<file path="config.mk">
export PLATFORM = sky130hd
export DESIGN_NAME = ig_top
export DESIGN_NICKNAME = d
export VERILOG_FILES = /design/src/hdl/ig_pkg.sv /design/src/hdl/ig_grad_if.sv /design/src/hdl/ig_image_reader.sv /design/src/hdl/ig_gradient_window.sv /design/src/hdl/ig_grad_writer.sv /design/src/hdl/ig_top.sv
export VERILOG_INCLUDE_DIRS = /design/src /design/src/include
export SDC_FILE = /design/constraint.sdc
export NUM_CORES = 1
export LEC_CHECK = 0
export BUFFER_PORTS_ARGS = -buffer_cell sky130_fd_sc_hd__clkbuf_2
export CAP_MARGIN = 20
export CORE_MARGIN = 3
export CORE_UTILIZATION = 45
export DETAILED_ROUTE_END_ITERATION = 12
export GPL_TIMING_DRIVEN = 1
export SYNTH_ARGS = -nofsm -noshare
export SYNTH_HDL_FRONTEND = slang
export SYNTH_SLANG_ARGS = --single-unit
</file>
<file path="constraint.sdc">
create_clock -name clk -period 82.8 [get_ports clk]
set_input_delay 16.56 -clock clk [delete_from_list [all_inputs] [get_ports clk]]
set_output_delay 16.56 -clock clk [all_outputs]
set_load 0.01 [all_outputs]
</file>
<file path="src/include/ig_macros.svh">
`ifndef IG_MACROS_SVH
`define IG_MACROS_SVH

// ---------------------------------------------------------------------------
// image geometry
// ---------------------------------------------------------------------------

// pixels per row
`define IG_IMG_W 256

// rows per image
`define IG_IMG_H 256

// whole frame, also the size of both memories
`define IG_PIX_CNT (`IG_IMG_W * `IG_IMG_H)

// one address covers every pixel of the frame
`define IG_ADDR_W 16

`endif

</file>
<file path="src/hdl/ig_pkg.sv">
`include "ig_macros.svh"

package ig_pkg;

    // -----------------------------------------------------------------------
    // data types
    // -----------------------------------------------------------------------

    // raw 8-bit gray pixel
    typedef logic [7:0] pixel_t;

    // signed difference of two pixels, -255 .. 255
    typedef logic signed [9:0] grad_comp_t;

    // gradient memory word, gx in [19:10] and gy in [9:0]
    typedef logic [19:0] grad_word_t;

    // pixel address, same for image and gradient memory
    typedef logic [`IG_ADDR_W-1:0] addr_t;

    // window sequencing
    typedef enum logic [1:0] {
        FILL,
        RUN,
        FLUSH,
        FINISHED
    } win_state_t;

endpackage

</file>
<file path="src/hdl/ig_grad_if.sv">
`timescale 1ns/10ps

// gradient samples from the window to the writer
interface ig_grad_if ();
    import ig_pkg::*;

    logic       valid;
    logic       ready;
    // horizontal and vertical difference of one pixel
    grad_comp_t gx;
    grad_comp_t gy;

    // producer side
    modport source (output valid, output gx, output gy, input ready);

    // consumer side
    modport sink (input valid, input gx, input gy, output ready);

endinterface

</file>
<file path="src/hdl/ig_image_reader.sv">
`timescale 1ns/10ps
`include "ig_macros.svh"

module ig_image_reader (
    input  logic           clk,
    input  logic           reset,
    output logic           img_rd,
    output ig_pkg::addr_t  img_addr,
    input  ig_pkg::pixel_t img_di,
    output logic           pix_valid,
    output ig_pkg::pixel_t pix_data,
    input  logic           pix_ready
);
    import ig_pkg::*;

    addr_t      next_addr;
    logic       all_issued;
    // img_di carries read data in this cycle
    logic       rd_q;
    // two-entry skid buffer
    pixel_t     skid [2];
    logic       wr_ptr;
    logic       rd_ptr;
    logic [1:0] count;
    logic       bypass;
    logic       push;
    logic       pop;
    logic [2:0] occupancy;
    logic       issue;

    // -----------------------------------------------------------------------
    // output side
    // -----------------------------------------------------------------------

    // buffered data goes first, otherwise straight from memory
    assign pix_valid = (count != 2'd0) || rd_q;
    assign pix_data  = (count != 2'd0) ? skid[rd_ptr] : img_di;

    assign bypass = (count == 2'd0) && rd_q && pix_ready;
    assign push   = rd_q && !bypass;
    assign pop    = (count != 2'd0) && pix_ready;

    // -----------------------------------------------------------------------
    // credit
    // -----------------------------------------------------------------------

    // reads in flight plus buffered pixels, after this cycle's transfer
    assign occupancy = 3'(count) + 3'(img_rd) + 3'(rd_q) - 3'(pix_valid && pix_ready);
    assign issue     = !all_issued && (occupancy < 3'd2);

    always_ff @(posedge clk) begin
        if (reset) begin
            img_rd     <= 1'b0;
            img_addr   <= '0;
            next_addr  <= '0;
            all_issued <= 1'b0;
            rd_q       <= 1'b0;
            wr_ptr     <= 1'b0;
            rd_ptr     <= 1'b0;
            count      <= 2'd0;
        end else begin
            img_rd <= issue;
            rd_q   <= img_rd;
            if (issue) begin
                img_addr  <= next_addr;
                next_addr <= next_addr + 1'b1;
                // last address of the frame, no more reads after it
                if (next_addr == addr_t'(`IG_PIX_CNT - 1))
                    all_issued <= 1'b1;
            end
            if (push)
                wr_ptr <= !wr_ptr;
            if (pop)
                rd_ptr <= !rd_ptr;
            count <= count + 2'(push) - 2'(pop);
        end
    end

    // skid payload
    always_ff @(posedge clk) begin
        if (push)
            skid[wr_ptr] <= img_di;
    end

endmodule

</file>
<file path="src/hdl/ig_gradient_window.sv">
`timescale 1ns/10ps
`include "ig_macros.svh"

module ig_gradient_window (
    input  logic           clk,
    input  logic           reset,
    input  logic           pix_valid,
    input  ig_pkg::pixel_t pix_data,
    output logic           pix_ready,
    ig_grad_if.source      grad
);
    import ig_pkg::*;

    localparam int COL_W = $clog2(`IG_IMG_W);

    win_state_t       state;
    // win[0] is the oldest pixel and the one being output
    pixel_t           win [`IG_IMG_W];
    // column of win[0]
    logic [COL_W-1:0] out_col;
    // pixels accepted so far
    addr_t            in_cnt;
    logic             out_valid;
    grad_comp_t       out_gx;
    grad_comp_t       out_gy;
    logic             out_free;
    logic             accept;
    logic             emit;
    logic             shift;
    logic             last_col;
    grad_comp_t       gx_next;
    grad_comp_t       gy_next;

    // b minus a, both zero extended
    function automatic grad_comp_t diff(input pixel_t b, input pixel_t a);
        diff = grad_comp_t'({2'b00, b}) - grad_comp_t'({2'b00, a});
    endfunction

    // -----------------------------------------------------------------------
    // handshake
    // -----------------------------------------------------------------------

    // output register empty or draining this cycle
    assign out_free  = !out_valid || grad.ready;
    assign pix_ready = (state == FILL) || ((state == RUN) && out_free);
    assign accept    = pix_valid && pix_ready;

    // one sample per accepted pixel in RUN, free running in FLUSH
    assign emit  = ((state == RUN) && accept) || ((state == FLUSH) && out_free);
    assign shift = accept || emit;

    // -----------------------------------------------------------------------
    // differences
    // -----------------------------------------------------------------------

    assign last_col = (out_col == COL_W'(`IG_IMG_W - 1));

    // right neighbour is win[1], no right neighbour in the last column
    assign gx_next = last_col ? grad_comp_t'(0) : diff(win[1], win[0]);
    // pixel below is the incoming one, last row has none
    assign gy_next = (state == FLUSH) ? grad_comp_t'(0) : diff(pix_data, win[0]);

    assign grad.valid = out_valid;
    assign grad.gx    = out_gx;
    assign grad.gy    = out_gy;

    // -----------------------------------------------------------------------
    // control
    // -----------------------------------------------------------------------

    always_ff @(posedge clk) begin
        if (reset) begin
            state     <= FILL;
            out_col   <= '0;
            in_cnt    <= '0;
            out_valid <= 1'b0;
        end else begin
            if (accept)
                in_cnt <= in_cnt + 1'b1;
            if (emit)
                out_col <= out_col + 1'b1;

            if (emit)
                out_valid <= 1'b1;
            else if (grad.ready)
                out_valid <= 1'b0;

            case (state)
                FILL: begin
                    // one full row stored
                    if (accept && (in_cnt == addr_t'(`IG_IMG_W - 1)))
                        state <= RUN;
                end
                RUN: begin
                    // final pixel of the frame taken
                    if (accept && (in_cnt == addr_t'(`IG_PIX_CNT - 1)))
                        state <= FLUSH;
                end
                FLUSH: begin
                    // last row drained
                    if (emit && last_col)
                        state <= FINISHED;
                end
                default: begin
                    state <= FINISHED;
                end
            endcase
        end
    end

    // -----------------------------------------------------------------------
    // datapath
    // -----------------------------------------------------------------------

    always_ff @(posedge clk) begin
        if (emit) begin
            out_gx <= gx_next;
            out_gy <= gy_next;
        end
        // in FLUSH the new tail entry is never read
        if (shift) begin
            for (int i = 0; i < `IG_IMG_W - 1; i++)
                win[i] <= win[i+1];
            win[`IG_IMG_W-1] <= pix_data;
        end
    end

endmodule

</file>
<file path="src/hdl/ig_grad_writer.sv">
`timescale 1ns/10ps
`include "ig_macros.svh"

module ig_grad_writer (
    input  logic               clk,
    input  logic               reset,
    ig_grad_if.sink            grad,
    output logic               grad_wr,
    output ig_pkg::addr_t      grad_addr,
    output ig_pkg::grad_word_t grad_do,
    input  logic               grad_ready,
    output logic               done
);
    import ig_pkg::*;

    // address for the next accepted sample
    addr_t next_addr;
    logic  take;
    logic  last_write;

    // -----------------------------------------------------------------------
    // handshake
    // -----------------------------------------------------------------------

    // room when empty or when the pending write completes now
    assign grad.ready = !done && (!grad_wr || grad_ready);
    assign take       = grad.valid && grad.ready;

    // final address accepted by memory
    assign last_write = grad_wr && grad_ready && (grad_addr == addr_t'(`IG_PIX_CNT - 1));

    always_ff @(posedge clk) begin
        if (reset) begin
            grad_wr   <= 1'b0;
            next_addr <= '0;
            done      <= 1'b0;
        end else begin
            if (take) begin
                grad_wr   <= 1'b1;
                next_addr <= next_addr + 1'b1;
            end else if (grad_ready) begin
                grad_wr <= 1'b0;
            end
            // sticky until reset
            if (last_write)
                done <= 1'b1;
        end
    end

    // write port payload, held while grad_ready is low
    always_ff @(posedge clk) begin
        if (take) begin
            grad_addr <= next_addr;
            grad_do   <= {grad.gx, grad.gy};
        end
    end

endmodule

</file>
<file path="src/hdl/ig_top.sv">
`timescale 1ns/10ps

module ig_top (
    input  logic               clk,
    input  logic               reset,
    // image memory read port
    output logic               img_rd,
    output ig_pkg::addr_t      img_addr,
    input  ig_pkg::pixel_t     img_di,
    // gradient memory write port
    output logic               grad_wr,
    output ig_pkg::addr_t      grad_addr,
    output ig_pkg::grad_word_t grad_do,
    input  logic               grad_ready,
    output logic               done
);
    import ig_pkg::*;

    // pixel stream from reader to window
    logic   pix_valid;
    pixel_t pix_data;
    logic   pix_ready;

    // gradient samples from window to writer
    ig_grad_if grad_if ();

    // -----------------------------------------------------------------------
    // pipeline
    // -----------------------------------------------------------------------

    ig_image_reader reader_i (
        .clk       (clk),
        .reset     (reset),
        .img_rd    (img_rd),
        .img_addr  (img_addr),
        .img_di    (img_di),
        .pix_valid (pix_valid),
        .pix_data  (pix_data),
        .pix_ready (pix_ready)
    );

    ig_gradient_window window_i (
        .clk       (clk),
        .reset     (reset),
        .pix_valid (pix_valid),
        .pix_data  (pix_data),
        .pix_ready (pix_ready),
        .grad      (grad_if.source)
    );

    ig_grad_writer writer_i (
        .clk        (clk),
        .reset      (reset),
        .grad       (grad_if.sink),
        .grad_wr    (grad_wr),
        .grad_addr  (grad_addr),
        .grad_do    (grad_do),
        .grad_ready (grad_ready),
        .done       (done)
    );

endmodule

</file>
==> impl_metrics.yaml <==
logic_synthesis:
  synth_area_leaders: "edfxtp_1 (93%), dfxtp_1 (2.5%), nor2_1 (0.47%), xor2_1 (0.46%), ha_1 (0.44%)"
  synth.ff_latch_count: 2201
  synth_top_area_share_pct: 93.3
  synth_flop_cell: "edfxtp_1"
  seq_area_frac_synth_pct: 95.8
  synth_area_leader_cell: "edfxtp_1"
  ys_warn_count: 0
  synth_cells: 2671
  synth.most_common_cell: "edfxtp_1"
  netlist-cell-type-count: 45
  synthesis.nets: 2709
  synth.top_cells.by_count: "edfxtp_1 (2,116), dfxtp_1 (85), nor2_1 (85), nand2_1 (63), xor2_1 (36)"
  asyncSetResetFlopFracSynth_pct: 0
  netlist_area_mm2: 0.0681
  number_of_enable_type_register_cells_in_the_synthesized_netlist: 2116
  syn_area_per_cell_um2: 25.5
final_layout:
  layout-drive-gt1-share_pct: 11.9
  num_antenna_cells: 0
  flow.area_growth_from_synthesis_pct: 13.8
  nNetsFinal: 2980
  multi_input_area_mm2: 0.00265
  layout.area.seq_mm2: 0.0652
  num-fill-cells: 11300
routing:
  via_per_inst: 4.72
  drt_drc_violations_left: 0
  postRouteWirelength_um: 82300
  route.antenna.remaining_nets: 0
  firstDrtPassIters: 5
  iter_0_drt_violations: 2256
  post_drt_wl_per_cell_um: 16.1
  dr_total_vias: 24100
clock_tree:
  worst_skew_pair.late_latency_ns: 0.78
  clock-root-buffer: "clkbuf_16"
  cts_tree: "built"
  tritoncts_num_sinks: 2201
  ctsLongestPathBuffers: 3
  cts_htree_levels: 4
  ctsHoldBuffers: 0
  post_cts_buffers: 0
  clk_pin_slew_worst_paths_ns: 0.06
  number_of_buffers_added_by_the_clock_tree_synthesis_step: 196
  number_of_gates_resized_after_cts: 0
worst_setup_path:
  worst_r2r_startpoint: "window_i.state[1]"
  cp-start-kind: "input pin"
  endpoint_of_the_worst_register_to_register_path: "window_i.win[3][188]"
  timing.critical_path.to_type: "register"
  r2r.worst_path.cells: 8
  cp.arrival_ns: 22.70
  worstPathRequired_ns: 83.24
  path_class: "input pin to register"
  crit_path_start: "grad_ready"
  r2r_slack_ns: 75.70
  critical_path.max_fanout: 90
power:
  post-layout-total-power_w: 0.00281
  peakVddDrop_mv: 0.0447
  internal_power_w: 0.00210
  p_switching_w: 0.000716
  share_clk_of_total_power_pct: 31.1
  comb_power_share_pct: 12.3
  p_leak_nw: 20.6
  powerDensity_mw_per_mm2: 36.3
  seq_power_share_pct: 56.6
  power.share.switching_pct: 25.4
sta:
  slew_viol_final: 0
  rsz0062_at_grt: "no"
  worstMarginPinSlew_ns: 1.06
  setup-violations-final: 0
  clock.fmax_ghz: 0.0449
  worst_slack_ns: 60.54
  hold_fails_final_rpt: 0
  timing.final.crit_share_pct: 26.9
  min_period_ns: 22.26
  fin_skew_ns: 0.0225
  relSlewSlack_pct: 29.0
  accumulated_negative_setup_slack_ns: 0
  hold_ws_ns: 0.402
die:
  dieWidth_um: 395
  floorplan_die_height_um: 395
  initial_utilization_pct: 45.3
  design.die.area_mm2: 0.156
  core.rowCount: 142
  floorplan.core_area_mm2: 0.150
  top_level_ports: 66
grt:
  first_global_vias: 23600
  grt_use_total_pct: 10.5
  first_pass_grt_wire_length_um: 133000
  globalRouteOverflowTotal: 0
  grt_start_max_net_pins: 202
  antenna_found_initial: 1
placed_design:
  hpwl_after_dpl_um: 36300
  preCtsSetupSlack_ns: 59.31
  finalWeightedCongestion: 0.753
  place.port_buffers: 65
run:
  cap_viol_max_count: 0
worst_hold_path:
  worst_hold_path.num_cells: 0
  hp-start: "window_i.win[1][138]"
  worst_hold_path_type: "register to register"
  worstHoldEndpoint: "window_i.win[1][130]"
status:
  run_status: "finished clean"
-- stage by stage --
stage          instance area (um2)  utilization (%)  std cells
2_1_floorplan                68100                -       2671
3_3_place_gp                 71000             47.3       4755
3_5_place_dp                 71000             47.3       4755
4_1_cts                      77300             51.5       5111
5_1_grt                      77400             51.6       5116
6_report                     77400             51.6       5116
-- critical path: stages --
cell and delay (ns):
clkbuf_2 0.13, or2b_2 0.14, a21oi_2 0.14, nor2_2 0.33
a21o_4 0.80, buf_4 0.85, buf_4 0.90, buf_4 0.89
buf_4 0.94, buf_4 0.46, buf_16 0.35
-- cell type report --
type	count	area share (%)
tap	2016	3.26
inverter	26	0.126
multi-input combinational	423	3.42
timing repair buffer	94	0.842
clock inverter	121	1.44
sequential	2201	84.3
clock buffer	235	6.66
-- power by group through the flow --
stage               registers (W)  clock network [W]  logic, W
floorplan                 0.00298                  0  0.000252
CTS                       0.00160           0.000910  0.000347
detailed placement        0.00161                  0  0.000353
finish                    0.00159           0.000876  0.000347
global route              0.00160           0.000954  0.000393
global placement          0.00161                  0  0.000325
-- logic make-up (layout without fill, tap and decap cells) --
| group | count (synthesis) | count (layout) | synth area share, % |
|---|---|---|---|
| xor gates and xnor gates | 57 | 57 | 0.733 |
| AOI/OAI and AO/OA | 71 | 71 | 0.596 |
| adders and majority gates | 27 | 27 | 0.529 |
| DFF | 2201 | 2201 | 95.8 |
| buffers and inverters | 47 | 476 | 0.283 |
| muxes | 10 | 10 | 0.147 |
| and+or+nand+nor | 258 | 258 | 1.87 |
-- per-layer routing --
| layer | GRT usage (%) | wire length [um] | part of all wire [%] |
|---|---|---|---|
| met1 | 16.9 | 42600 | 52 |
| met2 | 13.7 | 33900 | 41 |
| met3 | 2.66 | 3650 | 4.4 |
| met4 | 4.06 | 2080 | 2.5 |
| met5 | 0 | 0 | 0 |
-- registers in the layout, summed over array words and instances (netlist names), 2 cells and up, named ones only --
register	flops
reader_i.next_addr	16
window_i.grad.gx	9
reader_i.img_addr	16
writer_i.grad_do	18
reader_i.skid	16
window_i.win	2048
window_i.out_col	8
window_i.grad.gy	9
reader_i.count	2
writer_i.next_addr	16
window_i.in_cnt	16
writer_i.grad_addr	16
window_i.state	2
-- worst max-delay path by stage --
stage | endpoint | slack [ns] | depth (start not counted)
5_1_grt | window_i.win[3][12] | 59.96 | 11
6_report | window_i.win[3][188] | 60.54 | 11
3_5_place_dp | window_i.win[4][28] | 59.31 | 10
4_1_cts | window_i.win[3][132] | 60.27 | 10
2_1_floorplan | window_i.win[0][0] | 22.66 | 4
3_3_place_gp | window_i.win[4][92] | 59.71 | 10
-- placed cells by master (no fill, tap or decap), drive strengths merged, types with 6 or more instances in the layout --
| cell | synthesis | final |
|---|---|---|
| xnor2 | 21 | 21 |
| mux2i | 10 | 10 |
| clkbuf | 11 | 300 |
| ha | 24 | 24 |
| or3 | 7 | 7 |
| nand2 | 63 | 63 |
| bufinv | 0 | 20 |
| inv | 26 | 34 |
| and4 | 6 | 6 |
| nand3 | 21 | 21 |
| clkinv | 0 | 89 |
| a21oi | 32 | 32 |
| xor2 | 36 | 36 |
| buf | 10 | 29 |
| nand4 | 18 | 18 |
| nor2b | 12 | 12 |
| nor2 | 86 | 86 |
| nor4 | 6 | 6 |
| edfxtp | 2116 | 2116 |
| dfxtp | 85 | 85 |
| nor3 | 16 | 16 |
| o21ai | 22 | 22 |
| and3 | 13 | 13 |
Power figures use the tool's default switching activity.
